`config.mk`:
```
export PLATFORM = sky130hd
export DESIGN_NAME = keypad_top
export DESIGN_NICKNAME = d
export VERILOG_FILES = /design/src/source/timing_pkg.sv /design/src/source/keypad_pkg.sv /design/src/source/keypad_top.sv /design/src/source/keypad_debouncer.sv /design/src/source/key_decoder.sv /design/src/source/keypad_scanner.sv
export SDC_FILE = /design/constraint.sdc
export NUM_CORES = 1
export LEC_CHECK = 0
export BUFFER_PORTS_ARGS = -buffer_cell sky130_fd_sc_hd__clkbuf_2
export CORE_MARGIN = 4
export CORE_UTILIZATION = 39
export DETAILED_ROUTE_END_ITERATION = 8
export GPL_ROUTABILITY_DRIVEN = 0
export PLACE_DENSITY = 0.53
export SKIP_LAST_GASP = 1
export SYNTH_ARGS = -nofsm -noshare
export SYNTH_HDL_FRONTEND = slang
export SYNTH_HIERARCHICAL = 1
export SYNTH_SLANG_ARGS = --single-unit
```
`constraint.sdc`:
```
create_clock -name clk -period 7.7 [get_ports clk]
set_clock_uncertainty 0.2 [all_clocks]
set_input_delay 0.385 -clock clk [delete_from_list [all_inputs] [get_ports clk]]
set_output_delay 0.385 -clock clk [all_outputs]
set_load 0.05 [all_outputs]
```
`src/source/timing_pkg.sv`:
```
// Scan and debounce timing, all in clock cycles
package timing_pkg;

    // =========================================================================
    // Row scan
    // =========================================================================
    localparam int SCAN_DWELL  = 8;              // Cycles each row stays driven
    localparam int DWELL_W     = 3;              // Holds 0 .. SCAN_DWELL-1
    localparam int SYNC_STAGES = 2;              // Flops on the column inputs

    // =========================================================================
    // Debounce
    // =========================================================================
    // Shortened debounce window, real hardware would use about 20 ms
    localparam int DEBOUNCE_MAX = 255;           // Terminal count of the debouncer
    localparam int DB_CNT_W     = 8;             // Wide enough for DEBOUNCE_MAX

endpackage

```
`src/source/keypad_pkg.sv`:
```
// Keypad geometry and the shared key and debouncer encodings
package keypad_pkg;

    // =========================================================================
    // Matrix geometry
    // =========================================================================
    localparam int NUM_ROWS = 3;                 // Rows driven by the scanner
    localparam int NUM_COLS = 4;                 // Column lines read back
    localparam int NUM_KEYS = NUM_ROWS * NUM_COLS;

    // Key code = row * NUM_COLS + col + 1, zero means no key
    typedef enum logic [3:0] {
        KEY_NONE = 4'd0,
        KEY_R0C0 = 4'd1,
        KEY_R0C1 = 4'd2,
        KEY_R0C2 = 4'd3,
        KEY_R0C3 = 4'd4,
        KEY_R1C0 = 4'd5,
        KEY_R1C1 = 4'd6,
        KEY_R1C2 = 4'd7,
        KEY_R1C3 = 4'd8,
        KEY_R2C0 = 4'd9,
        KEY_R2C1 = 4'd10,
        KEY_R2C2 = 4'd11,
        KEY_R2C3 = 4'd12
    } key_code_t;

    typedef enum logic [1:0] {
        DB_IDLE,                                 // Scanning, nothing pressed
        DB_DEBOUNCING,                           // Press seen, counting stable cycles
        DB_KEY_HELD                              // Accepted, waiting for release
    } debounce_state_t;

endpackage
```
`src/source/keypad_top.sv`:
```
`timescale 1ns/1ps

module keypad_top
    import keypad_pkg::*;
(
    input  logic                clk,
    input  logic                rst_n,
    input  logic [NUM_COLS-1:0] col,          // From the keypad, active low
    output logic [NUM_ROWS-1:0] row,          // To the keypad, active low
    output logic                key_valid,
    output key_code_t           key_code
);

    // =========================================================================
    // Internal nets
    // =========================================================================
    logic [1:0]          row_idx;
    logic [NUM_COLS-1:0] col_sync;
    logic                key_detected;
    logic                scan_stop;               // Debouncer back to scanner
    key_code_t           raw_code;

    keypad_scanner u_scanner (
        .clk          (clk),
        .rst_n        (rst_n),
        .col          (col),
        .scan_stop    (scan_stop),
        .row          (row),
        .row_idx      (row_idx),
        .col_sync     (col_sync),
        .key_detected (key_detected)
    );

    key_decoder u_decoder (
        .row_idx  (row_idx),
        .col_sync (col_sync),
        .raw_code (raw_code)
    );

    keypad_debouncer u_debouncer (
        .clk          (clk),
        .rst_n        (rst_n),
        .raw_code     (raw_code),
        .key_detected (key_detected),
        .col_sync     (col_sync),
        .key_valid    (key_valid),
        .key_code     (key_code),
        .scan_stop    (scan_stop)
    );

endmodule

```
`src/source/keypad_debouncer.sv`:
```
`timescale 1ns/1ps

module keypad_debouncer
    import keypad_pkg::*;
    import timing_pkg::*;
(
    input  logic                clk,
    input  logic                rst_n,
    input  key_code_t           raw_code,     // From the decoder
    input  logic                key_detected, // From the scanner
    input  logic [NUM_COLS-1:0] col_sync,
    output logic                key_valid,    // One cycle per accepted press
    output key_code_t           key_code,
    output logic                scan_stop
);

    debounce_state_t     state, state_next;
    logic [DB_CNT_W-1:0] db_cnt;
    logic [DB_CNT_W-1:0] db_cnt_next;
    key_code_t           key_q;                  // Code captured at press start
    logic [NUM_COLS-1:0] col_prev;               // Last cycle's columns
    logic                press_start;
    logic                released;
    logic                at_max;

    // =========================================================================
    // Press and release qualification
    // =========================================================================
    // Columns still moving means bounce or a second key, so no start
    assign press_start = key_detected && (raw_code != KEY_NONE) && (col_sync == col_prev);
    assign released    = !key_detected || (raw_code == KEY_NONE);
    assign at_max      = (db_cnt == DB_CNT_W'(DEBOUNCE_MAX));

    always_comb begin
        state_next  = state;
        db_cnt_next = db_cnt;
        case (state)
            DB_IDLE: begin
                db_cnt_next = '0;
                if (press_start)
                    state_next = DB_DEBOUNCING;
            end
            DB_DEBOUNCING: begin
                if (at_max)                      // Pulse cycle always lands in KEY_HELD
                    state_next = DB_KEY_HELD;
                else if (released)
                    state_next = DB_IDLE;
                else
                    db_cnt_next = db_cnt + 1'b1;
            end
            DB_KEY_HELD: begin
                if (released)
                    state_next = DB_IDLE;        // Ready for the next press
            end
            default: state_next = DB_IDLE;
        endcase
    end

    always_ff @(posedge clk or negedge rst_n) begin
        if (!rst_n) begin
            state    <= DB_IDLE;
            db_cnt   <= '0;
            col_prev <= '0;
        end else begin
            state    <= state_next;
            db_cnt   <= db_cnt_next;
            col_prev <= col_sync;
        end
    end

    always_ff @(posedge clk) begin
        if (state == DB_IDLE && press_start)
            key_q <= raw_code;                   // Latch on entry to debounce
    end

    // =========================================================================
    // Outputs
    // =========================================================================
    assign key_valid = (state == DB_DEBOUNCING) && at_max;
    assign key_code  = key_valid ? key_q : KEY_NONE;
    assign scan_stop = (state != DB_IDLE);       // Scanner parks on the pressed row

    a_valid_then_held: assert property (
        @(posedge clk) disable iff (!rst_n) key_valid |=> state == DB_KEY_HELD
    );
    a_valid_single: assert property (
        @(posedge clk) disable iff (!rst_n) key_valid |=> !key_valid
    );
    a_valid_has_code: assert property (
        @(posedge clk) disable iff (!rst_n) key_valid |-> key_code != KEY_NONE
    );

endmodule

```
`src/source/key_decoder.sv`:
```
`timescale 1ns/1ps

module key_decoder
    import keypad_pkg::*;
(
    input  logic [1:0]          row_idx,
    input  logic [NUM_COLS-1:0] col_sync,     // Active high column hits
    output key_code_t           raw_code
);

    // =========================================================================
    // Column encoder
    // =========================================================================
    logic [1:0] col_idx;
    logic       one_col;                         // Exactly one column active

    always_comb begin
        col_idx = 2'd0;
        one_col = 1'b1;
        case (col_sync)
            4'b0001: col_idx = 2'd0;
            4'b0010: col_idx = 2'd1;
            4'b0100: col_idx = 2'd2;
            4'b1000: col_idx = 2'd3;
            default: one_col = 1'b0;             // None, or several keys in a row
        endcase
    end

    // =========================================================================
    // Code formation
    // =========================================================================
    // One spare bit so an out of range row never wraps into a legal code
    logic [4:0] code_val;

    always_comb begin
        code_val = 5'(row_idx) * 5'(NUM_COLS) + 5'(col_idx) + 5'd1;
        if (one_col && (code_val <= 5'(NUM_KEYS)))
            raw_code = key_code_t'(code_val[3:0]);
        else
            raw_code = KEY_NONE;
    end

endmodule

```
`src/source/keypad_scanner.sv`:
```
`timescale 1ns/1ps

module keypad_scanner
    import keypad_pkg::*;
    import timing_pkg::*;
(
    input  logic                clk,
    input  logic                rst_n,
    input  logic [NUM_COLS-1:0] col,          // Raw column lines, active low
    input  logic                scan_stop,    // Freeze on the current row
    output logic [NUM_ROWS-1:0] row,          // One row pulled low at a time
    output logic [1:0]          row_idx,
    output logic [NUM_COLS-1:0] col_sync,     // Synchronized, active high
    output logic                key_detected
);

    // =========================================================================
    // Column synchronizer
    // =========================================================================
    logic [SYNC_STAGES-1:0][NUM_COLS-1:0] sync_q;

    always_ff @(posedge clk or negedge rst_n) begin
        if (!rst_n) begin
            sync_q <= '0;                        // All columns idle
        end else begin
            sync_q[0] <= ~col;                   // Invert so a pressed key reads 1
            for (int i = 1; i < SYNC_STAGES; i++) begin
                sync_q[i] <= sync_q[i-1];
            end
        end
    end

    assign col_sync = sync_q[SYNC_STAGES-1];

    // =========================================================================
    // Row dwell and advance
    // =========================================================================
    logic [DWELL_W-1:0] dwell_cnt;
    logic               dwell_end;
    logic               settled;

    assign dwell_end = (dwell_cnt == DWELL_W'(SCAN_DWELL - 1));

    always_ff @(posedge clk or negedge rst_n) begin
        if (!rst_n) begin
            dwell_cnt <= '0;
            row_idx   <= 2'd0;
        end else if (!scan_stop) begin          // Hold everything while a key is busy
            if (dwell_end) begin
                dwell_cnt <= '0;
                if (row_idx == 2'(NUM_ROWS - 1))
                    row_idx <= 2'd0;             // Wrap back to the top row
                else
                    row_idx <= row_idx + 2'd1;
            end else begin
                dwell_cnt <= dwell_cnt + 1'b1;
            end
        end
    end

    assign row = ~(NUM_ROWS'(1) << row_idx);     // Active low, one-hot

    // Synchronizer still carries the previous row early in the dwell
    assign settled      = (dwell_cnt >= DWELL_W'(SYNC_STAGES));
    assign key_detected = settled && (|col_sync);

    // Exactly one row driven low at all times
    a_row_one_low: assert property (
        @(posedge clk) disable iff (!rst_n) $countones(~row) == 1
    );

endmodule

```
==> results of run 1 <==
==> stage by stage <==
stage                     setup WS (ps)  hold WS [ps]
final                              4680          36.0
after global routing               4480          28.0
after CTS                          4700          29.4
after detailed placement           4700           135
after global placement             4800           134
after floorplan                    4520          -111
==> repair_timing <==
action / 4_1_cts / 5_1_grt
endpoints found under the hold margin: 27 / 0
hold buffers: 1 / 0
endpoints found under the setup margin: 0 / 0
==> registers in the layout (all words and copies together), names as in the netlist <==
name                  flops
u_debouncer/db_cnt        8
u_debouncer/col_prev      4
u_debouncer/key_q         4
u_scanner/col_sync        4
u_scanner/sync_q          4
u_scanner/dwell_cnt       3
u_debouncer/state         2
u_scanner/row_idx         2
==> power by group <==
| group | switching [W] | leakage (nW) | internal, W |
|---|---|---|---|
| sequential | 0.0000244 | 0.376 | 0.000185 |
| clock | 0.0000592 | 0.0636 | 0.000116 |
| combinational | 0.0000899 | 0.400 | 0.0000549 |
| total | 0.000174 | 0.840 | 0.000356 |
==> cells in the final DEF, fill, tap and decap left out, types with 2 or more instances in the layout <==
cell type	instances
clkbuf_8	5
dfrtp_1	27
inv_1	10
ha_1	4
nand2b_1	3
and2_1	4
nor4b_2	2
a31o_2	2
a211o_1	2
nor4_1	2
o21ai_1	3
a22o_1	3
nand3_1	5
o211ai_1	2
nor2_1	9
nor3_1	4
a21o_1	2
a21oi_1	5
and3_1	2
mux2i_1	3
edfxtp_1	4
nand2_1	16
clkbuf_2	13
xor2_1	7
==> path summary, 6_finish.rpt <==
kind / slack (ps) / cells after the start / endpoint
setup / recovery: 4680 / 10 / u_debouncer/db_cnt[7]$_DFFE_PN0P_
hold / removal: 40 / 2 / u_scanner/sync_q[0]$_DFF_PN0_
setup reg to reg: 4680 / 10 / u_debouncer/db_cnt[7]$_DFFE_PN0P_
hold reg to reg: 150 / 0 / u_scanner/col_sync[0]$_DFF_PN0_
max in group asynchronous: 6390 / 2 / u_debouncer/col_prev[3]$_DFF_PN0_
min in group asynchronous: 470 / 2 / u_debouncer/db_cnt[1]$_DFFE_PN0P_
==> cell families (layout without fill, tap and decap cells) <==
logic type,count (synthesis),in the layout
AOI/OAI and AO/OA,29,29
and+or+nand+nor,60,60
adders and majority gates,4,4
DFF,31,31
buffers and inverters,18,32
xor gates and xnor gates,8,8
muxes,4,4
==> final cells by class <==
type,instances,area (um^2),share of cell area (%)
Sequential cell,31,796,42.7
Multi-Input combinational cell,105,767,41.1
Clock buffer,7,97.6,5.23
Timing Repair Buffer,14,75.1,4.02
Tap cell,50,62.6,3.35
Inverter,10,37.5,2.01
Clock inverter,1,30.0,1.61
==> routing by layer <==
layer	global-route usage [%]	wire (um)	vias to the layer above
li1	-	-	578
met1	16.7	1440	559
met2	21.6	1470	24
met3	4.13	127	6
met4	5.53	42	0
met5	0	0	-
==> synthesized netlist by cell type, types with 2 or more instances <==
cell type / instances
a21o_1: 2
and3_1: 2
dfrtp_1: 27
edfxtp_1: 4
ha_1: 4
nor4b_2: 2
nand2_1: 16
a21oi_1: 5
a211o_1: 2
nor4_1: 2
and2_1: 4
xor2_1: 7
nor3_1: 4
nand3_1: 5
buf_4: 4
inv_1: 10
mux2i_1: 3
a22o_1: 3
o211ai_1: 2
nor2_1: 9
nand2b_1: 3
buf_2: 3
a31o_2: 2
o21ai_1: 3
==> qor.yml, run 1 <==
worst_setup_path:
  worst_path_largest_cell_delay_ps: 530
  cp.arrival_ps: 2990
  rr_startpoint: "u_scanner/col_sync[1]$_DFF_PN0_"
  path_buf_inv: 0
  endpoint_kind: "register"
  start_kind: "register"
  critical_path_required_ps: 7670
  critPathSlowestCell: "or4_4"
  critical_path_class: "register to register"
  cp_top_family: "simple AND/OR/NAND/NOR gates"
  path_max_fanout: 10
  startpoint: "u_scanner/col_sync[1]$_DFF_PN0_"
  cp_cell_sequence: "xnor2_1 > nor3_1 > ha_1 > xor2_1 > nand2_1 > a21oi_1 > o41ai_4 > or4_4 > o41ai_2 > o21ba_1"
die:
  io_pins: 14
  start_util_pct: 40.6
  coreArea_um2: 4060
  placementRows: 23
  die_x_um: 73.0
  fp.dieH_um: 73.0
  design.die.area_um2: 5330
route:
  wl_per_cell_um: 14.1
  routed-via-count: 1167
  route.detailed.vias_per_inst: 5.35
  ant_nets: 0
  drt_pass1_iterations: 4
  drc_errors: 0
  drtIter0Drc: 59
  routed_wl_mm: 3.08
power:
  p_per_area_nw_per_um2: 284
  vdd_drop_max_v: 0.000173
  totalPowerFinal_w: 0.000529
  leakagePower_nw: 0.840
timing:
  worst_pin_slew_ps: 682
  finalHoldViolCount: 0
  relSlewSlack_pct: 54.6
  max_freq_mhz: 331
  period_minus_slack_ps: 3020
  rsz0062_at_grt: "false"
  finalSetupViolCount: 0
  setup_tns_ps: 0
  slew_violations: 0
  fin_crit_sh_pct: 39.2
cts:
  cts_root_buf: "clkbuf_8"
  cts_buffers: 5
  path_clk_slew_ps: 70
  max-clock-path-buffers: 2
  cts-htree-levels: 2
  cts_sinks: 31
  insertion_delay_ps: 280
  postCtsResizedCells: 0
  cts_tree: "done"
  post_cts_buffers: 0
cells_and_area:
  nets: 177
  drive_gt1_share_pct: 20.2
  final_area_um2: 1870
  fin_cells: 218
  area_delta_synth_final_pct: 13.1
  fin_util_pct: 46.0
  n_antenna_cell: 0
  filler_cell_count: 381
outcome:
  status: "finished, final reports clean"
synth:
  synth-seq-cells: 31
  synthesis.nets: 164
  netlist_area_um2: 1650
  synth_edf_count: 4
  synth_top_family_by_area: "simple AND/OR/NAND/NOR gates"
  ys_warn_count: 6
  synth_ff_type: "dfrtp_1"
  syn_area_per_cell_um2: 10.7
  synth_xor_area_share_pct: 4.25
  synth_compound_area_share_pct: 15.7
  ys_seq_area_share_pct: 48.3
  synthSimpleGateAreaFrac_pct: 21.0
  yosys.area.top_type_share_pct: 41.0
  synth.area.top_cells: "dfrtp_1 (41%), edfxtp_1 (7.3%), xor2_1 (3.7%)"
  synthCells: 154
  ys_types: 50
  synthAdderAreaFrac_pct: 3.03
  yosys.area.top_type: "dfrtp_1"
  synthMuxAreaShare_pct: 2.50
  postSynth.asyncResetShare_pct: 87.1
place:
  placed_cells: 209
  portBuffers: 13
  dp.final_hpwl_mm: 2.23
  placed_area_um2: 1730
min_path:
  min-delay-start: "col[0]"
  worstHoldPathType: "input pin to register"
global_routing:
  grt_pass1_wl_mm: 5.40
  antenna_found_initial: 0
  grt_overflow: 0
  grt_max_degree: 28
  grt.total_usage_pct: 13.5
  first_global_vias: 1111
run:
  max-cap-violations: 0
(Power assumes the default switching activity.)
==> run 2: changes to the inputs <==
--- a/config.mk
+++ b/config.mk
@@ -10,7 +10,7 @@
 export CORE_UTILIZATION = 39
 export DETAILED_ROUTE_END_ITERATION = 8
 export GPL_ROUTABILITY_DRIVEN = 0
-export PLACE_DENSITY = 0.53
+export PLACE_DENSITY = 0.55
 export SKIP_LAST_GASP = 1
 export SYNTH_ARGS = -nofsm -noshare
 export SYNTH_HDL_FRONTEND = slang
==> constraint.sdc (replaced) <==
create_clock -name clk -period 2.7 [get_ports clk]
set_clock_uncertainty 0.2 [all_clocks]
set_input_delay 0.135 -clock clk [delete_from_list [all_inputs] [get_ports clk]]
set_output_delay 0.135 -clock clk [all_outputs]
set_load 0.05 [all_outputs]
==> run 2 against run 1 <==
Against the previous run: fmax increased by 17%; sequential power rose to 2.8 times the previous value; wire length increased by 6.6%; largest power group unchanged; largest cell class is now multi-input combinational cells; count of clock-buffer cells in the layout unchanged; global-route usage rose by 0.77 points; flip-flop and latch count unchanged; register-to-register slack got worse by 4600 ps; total power grew to 3.0 times the previous value.
==> qor.yml, run 2 (synthesis results as in run 1) <==
power:
  p_per_area_nw_per_um2: 763
  leakagePower_nw: 0.922
  vdd_drop_max_v: 0.000384
worst_setup_path:
  critical_path_class: "register to register"
  endpoint_kind: "register"
  start_kind: "register"
  path_max_fanout: 6
  cp.arrival_ps: 2550
  critical_path_required_ps: 2660
  regToRegSetupSlack_ps: 120
global_routing:
  grt_overflow: 0
  antenna_found_initial: 0
  first_global_vias: 1253
  grt_max_degree: 28
  grt.total_usage_pct: 14.2
  grt_pass1_wl_mm: 5.80
timing:
  period_minus_slack_ps: 2580
  finalSetupViolCount: 0
  rsz0062_at_grt: "true"
  max_freq_mhz: 387
  fin_crit_sh_pct: 95.7
  finalHoldViolCount: 0
  worst_pin_slew_ps: 704
  slew_violations: 0
  layout_setup_ws_ps: 115
  relSlewSlack_pct: 53.1
  setup_tns_ps: 0
cells_and_area:
  final_cell_mix: "dfrtp_1 (24), nand2_1 (16), clkbuf_2 (13), buf_4 (13), inv_1 (10)"
  largest_register_ffs: 8
  fin_cells: 236
  final_area_um2: 2070
  area_delta_synth_final_pct: 25.3
  multi_input_area_um2: 815
  filler_cell_count: 363
  layout_commonest_cell: "dfrtp_1"
  largest_register: "u_debouncer/db_cnt"
  nets: 195
  seq_area_um2: 800
  drive_gt1_share_pct: 31.2
  n_antenna_cell: 0
  fin_util_pct: 50.9
die:
  fp.dieH_um: 73.0
  io_pins: 14
  design.die.area_um2: 5330
  die_x_um: 73.0
  coreArea_um2: 4060
  placementRows: 23
  start_util_pct: 40.6
cts:
  cts_buffers: 5
  cts_sinks: 31
  cts_tree: "done"
  path_clk_slew_ps: 60
  insertion_delay_ps: 280
  cts-htree-levels: 2
  max-clock-path-buffers: 2
  cts_root_buf: "clkbuf_8"
place:
  pre_cts_ws_ps: -57.2
  placed_area_um2: 1810
  placed_cells: 217
  dp.final_hpwl_mm: 2.26
  portBuffers: 13
route:
  ant_nets: 0
  route.detailed.vias_per_inst: 5.23
  drt_pass1_iterations: 4
  drc_errors: 0
  wl_per_cell_um: 13.9
  routed_wl_mm: 3.28
  routed-via-count: 1235
  drtIter0Drc: 77
min_path:
  worstHoldPathType: "register to register"
run:
  max-cap-violations: 0
outcome:
  status: "finished, final reports clean"
-- run 2: cell types whose count changed in the layout (fill, tap and decap cells not counted), sizes merged --
cell and delta:
dlygate4sd3 +4, buf +14
-- run 2: layer usage --
layer | routed length [um] | track usage [%] | part of all wire, %
met5 | 0 | 0 | 0
met4 | 54 | 4.92 | 1.6
met3 | 90 | 4.13 | 2.7
met2 | 1660 | 23.9 | 51
met1 | 1480 | 17.3 | 45
-- run 2: worst max-delay path, cell delays in order (launching register included) --
cell and delay, ps:
dfrtp_2 440, xnor2_1 150, nor3_2 160, ha_2 210, xor2_1 140, nand2_1 100, a21oi_4 170, o41ai_4 90
buf_6 160, a21o_1 190, and3_1 180, a221o_1 260
-- run 2: final timing paths --
path	endpoint	cells past startpoint	from
worst min-delay path	u_scanner/col_sync[0]$_DFF_PN0_	0	u_scanner/sync_q[0]$_DFF_PN0_
worst max-delay path	u_debouncer/db_cnt[0]$_DFFE_PN0P_	11	u_scanner/col_sync[1]$_DFF_PN0_
worst max register to register	u_debouncer/db_cnt[0]$_DFFE_PN0P_	11	u_scanner/col_sync[1]$_DFF_PN0_
max in group asynchronous	u_scanner/col_sync[1]$_DFF_PN0_	2	rst_n
min in group asynchronous	u_debouncer/col_prev[1]$_DFF_PN0_	2	rst_n
worst min register to register	u_scanner/col_sync[0]$_DFF_PN0_	0	u_scanner/sync_q[0]$_DFF_PN0_
-- run 2: area by class of cell --
cell class,instances,area share [%]
well taps,50,3.03
clock buffers,7,4.72
flip-flops and latches,31,38.7
repair buffers,32,10.8
clock inverters,1,1.45
inverters,10,1.82
multi-input cells,105,39.4
-- run 2: metrics by stage --
stage               hold slack (ps)  power [W]
floorplan                      -361   0.000922
global placement               20.5    0.00102
detailed placement             25.6    0.00105
CTS                             157    0.00157
global route                    166    0.00166
finish                          152    0.00158
-- run 2: what timing repair did --
item | 4_1_cts | 5_1_grt
pin swaps | 3 | 5
hold endpoints to repair | 31 | 0
setup buffers | 2 | 4
setup endpoints to repair | 3 | 15
resized for setup | 4 | 7
hold buffers | 5 | 0
-- run 2: where the power goes --
part	leakage (nW)	switching, W	total, W	internal [W]
Sequential	0.373	0.0000653	0.000593	0.000527
Combinational	0.485	0.000283	0.000480	0.000197
Clock	0.0636	0.000172	0.000503	0.000331
Total	0.922	0.000520	0.00158	0.00106
==> run 3: changes to the inputs <==
--- a/config.mk
+++ b/config.mk
@@ -6,11 +6,13 @@
 export NUM_CORES = 1
 export LEC_CHECK = 0
 export BUFFER_PORTS_ARGS = -buffer_cell sky130_fd_sc_hd__clkbuf_2
+export CELL_PAD_IN_SITES_DETAIL_PLACEMENT = 0
+export CELL_PAD_IN_SITES_GLOBAL_PLACEMENT = 1
 export CORE_MARGIN = 4
 export CORE_UTILIZATION = 39
 export DETAILED_ROUTE_END_ITERATION = 8
 export GPL_ROUTABILITY_DRIVEN = 0
-export PLACE_DENSITY = 0.55
+export PLACE_DENSITY = 0.67
 export SKIP_LAST_GASP = 1
 export SYNTH_ARGS = -nofsm -noshare
 export SYNTH_HDL_FRONTEND = slang
==> run 3 against run 2 <==
Against the previous run: die area unchanged; clock power decreased by 29%; sequential power decreased by 1%; non-clock buffer count unchanged; hold slack got worse by 2.5 ps; critical path depth decreased by 1; sequential share of layout area increased by 0.75 points; fmax decreased by 1.7%; register-to-register slack got worse by 50 ps.
==> qor.yml, run 3 (synthesis results as in run 1) <==
outcome:
  status: "finished, final reports clean"
cells_and_area:
  final_cell_mix: "dfrtp_1 (25), nand2_1 (16), buf_4 (14), clkbuf_2 (13), inv_1 (10)"
  area_delta_synth_final_pct: 22.7
  nets: 195
  drive_gt1_share_pct: 31.7
  n_antenna_cell: 0
  largest_register_ffs: 8
  largest_register: "u_debouncer/db_cnt"
  final_area_um2: 2020
  fin_util_pct: 49.9
  layout_commonest_cell: "dfrtp_1"
  filler_cell_count: 370
timing:
  worst_pin_slew_ps: 714
  hold_slack_ps: 149
  rsz0062_at_grt: "true"
  max_freq_mhz: 380
  fin_crit_sh_pct: 97.4
  slew_violations: 0
  finalHoldViolCount: 0
  finalSetupViolCount: 0
  relSlewSlack_pct: 52.4
  period_minus_slack_ps: 2630
worst_setup_path:
  endpoint_kind: "register"
  start_kind: "register"
  critical_path_class: "register to register"
  rr_worst_depth: 10
  critPathSlowestCell: "or4_4"
  cp.arrival_ps: 2600
  worst_path_largest_cell_delay_ps: 510
  critical_path_required_ps: 2670
  path_max_fanout: 7
  cp_cell_sequence: "xnor2_1 > nor3_2 > ha_1 > xor2_1 > nand2_1 > a21oi_4 > o41ai_4 > or4_4 > o41ai_2 > o21ba_1"
  r2r_end: "u_debouncer/db_cnt[7]$_DFFE_PN0P_"
  rr_startpoint: "u_scanner/col_sync[1]$_DFF_PN0_"
  regToRegSetupSlack_ps: 70
route:
  routed-via-count: 1224
  wl_per_cell_um: 13.3
  route.detailed.vias_per_inst: 5.19
  ant_nets: 0
  drtIter0Drc: 83
  drt_pass1_iterations: 4
  drc_errors: 0
  routed_wl_mm: 3.13
min_path:
  hold_path_end: "u_scanner/col_sync[2]$_DFF_PN0_"
  hold_depth: 0
  worstHoldPathType: "register to register"
  min-delay-start: "u_scanner/sync_q[2]$_DFF_PN0_"
global_routing:
  antenna_found_initial: 0
  grt.total_usage_pct: 13.1
  first_global_vias: 1168
  grt_overflow: 0
  grt_max_degree: 28
  grt_pass1_wl_mm: 5.41
cts:
  cts_sinks: 31
  path_clk_slew_ps: 70
  cts-htree-levels: 2
  cts_root_buf: "clkbuf_8"
  max-clock-path-buffers: 2
  cts_buffers: 5
  insertion_delay_ps: 280
  cts_tree: "done"
power:
  pwr-share-seq_pct: 40.8
  comb_power_share_pct: 34.3
  vdd_drop_max_v: 0.000580
  switching_power_w: 0.000523
  leakagePower_nw: 0.905
  p_per_area_nw_per_um2: 709
  pwr-share-clk_pct: 24.9
  internal_power_w: 0.000912
  power.switching_fraction_pct: 36.4
die:
  coreArea_um2: 4060
  design.die.area_um2: 5330
  fp.dieH_um: 73.0
  placementRows: 23
  die_x_um: 73.0
  io_pins: 14
  start_util_pct: 40.6
place:
  dp.final_hpwl_mm: 2.27
  portBuffers: 13
  placed_area_um2: 1830
run:
  max-cap-violations: 0
[run 3: cell count changes in the layout (fill, tap and decap cells not counted), sizes merged]
cell      previous run  this run
bufinv               1         0
inv                 10        11
clkinvlp             0         1
clkinv               0         1
clkbuf              20        18
[run 3: how the worst max path moves through the flow]
stage / startpoint / to / slack, ps / cells after the start
2_1_floorplan: u_scanner/col_sync[1]$_DFF_PN0_ / u_debouncer/db_cnt[7]$_DFFE_PN0P_ / -80 / 13
3_3_place_gp: u_scanner/col_sync[1]$_DFF_PN0_ / u_debouncer/db_cnt[7]$_DFFE_PN0P_ / 90 / 10
3_5_place_dp: u_scanner/col_sync[1]$_DFF_PN0_ / u_debouncer/db_cnt[7]$_DFFE_PN0P_ / 10 / 10
4_1_cts: u_scanner/col_sync[1]$_DFF_PN0_ / u_debouncer/db_cnt[7]$_DFFE_PN0P_ / 4 / 10
5_1_grt: u_scanner/col_sync[3]$_DFF_PN0_ / u_debouncer/db_cnt[7]$_DFFE_PN0P_ / -80 / 11
6_report: u_scanner/col_sync[1]$_DFF_PN0_ / u_debouncer/db_cnt[7]$_DFFE_PN0P_ / 70 / 10
[run 3: layer usage]
layer | share of wire [%] | up-vias | track usage, %
li1 | - | 612 | -
met1 | 50 | 596 | 17.2
met2 | 46 | 14 | 20.8
met3 | 3.0 | 2 | 4.13
met4 | 0.64 | 0 | 3.69
met5 | 0 | - | 0
[run 3: stage by stage]
stage               power [W]  TNS (ps)  std cells  setup WS, ps
floorplan            0.000922     -82.1        154         -82.1
CTS                   0.00143         0        233          3.80
detailed placement    0.00106         0        220          12.9
global route          0.00153      -205        236         -79.2
finish                0.00144         0        236          69.9
global placement      0.00104         0        220          92.0
[run 3: cell type report]
| class | count | area, um^2 | share of cell area (%) |
|---|---|---|---|
| clock buffers | 5 | 68.8 | 3.40 |
| flip-flops and latches | 31 | 798 | 39.5 |
| inverters | 10 | 37.5 | 1.86 |
| clock inverters | 3 | 18.8 | 0.928 |
| multi-input cells | 105 | 817 | 40.4 |
| well taps | 50 | 62.6 | 3.09 |
| repair buffers | 32 | 220 | 10.9 |
[run 3: power groups by stage]
stage / Sequential [W] / Clock (W) / Combinational (W)
global route: 0.000593 / 0.000395 / 0.000545
detailed placement: 0.000593 / 0 / 0.000468
finish: 0.000585 / 0.000357 / 0.000493
global placement: 0.000589 / 0 / 0.000452
CTS: 0.000584 / 0.000371 / 0.000476
floorplan: 0.000580 / 0 / 0.000343
[run 3: worst max-delay path, delay by kind of cell (launching register included)]
kind	cells	cell delay, ps
and+or+nand+nor	3	760
AOI/OAI and AO/OA	4	610
DFF	1	460
xor gates and xnor gates	2	290
adders and majority gates	1	200
[run 3: timing repair]
action                     4_1_cts  5_1_grt
setup endpoints to repair        0       13
setup buffers                    0        3
hold buffers                     5        0
hold endpoints to repair        31        0
gates resized for setup          0       10
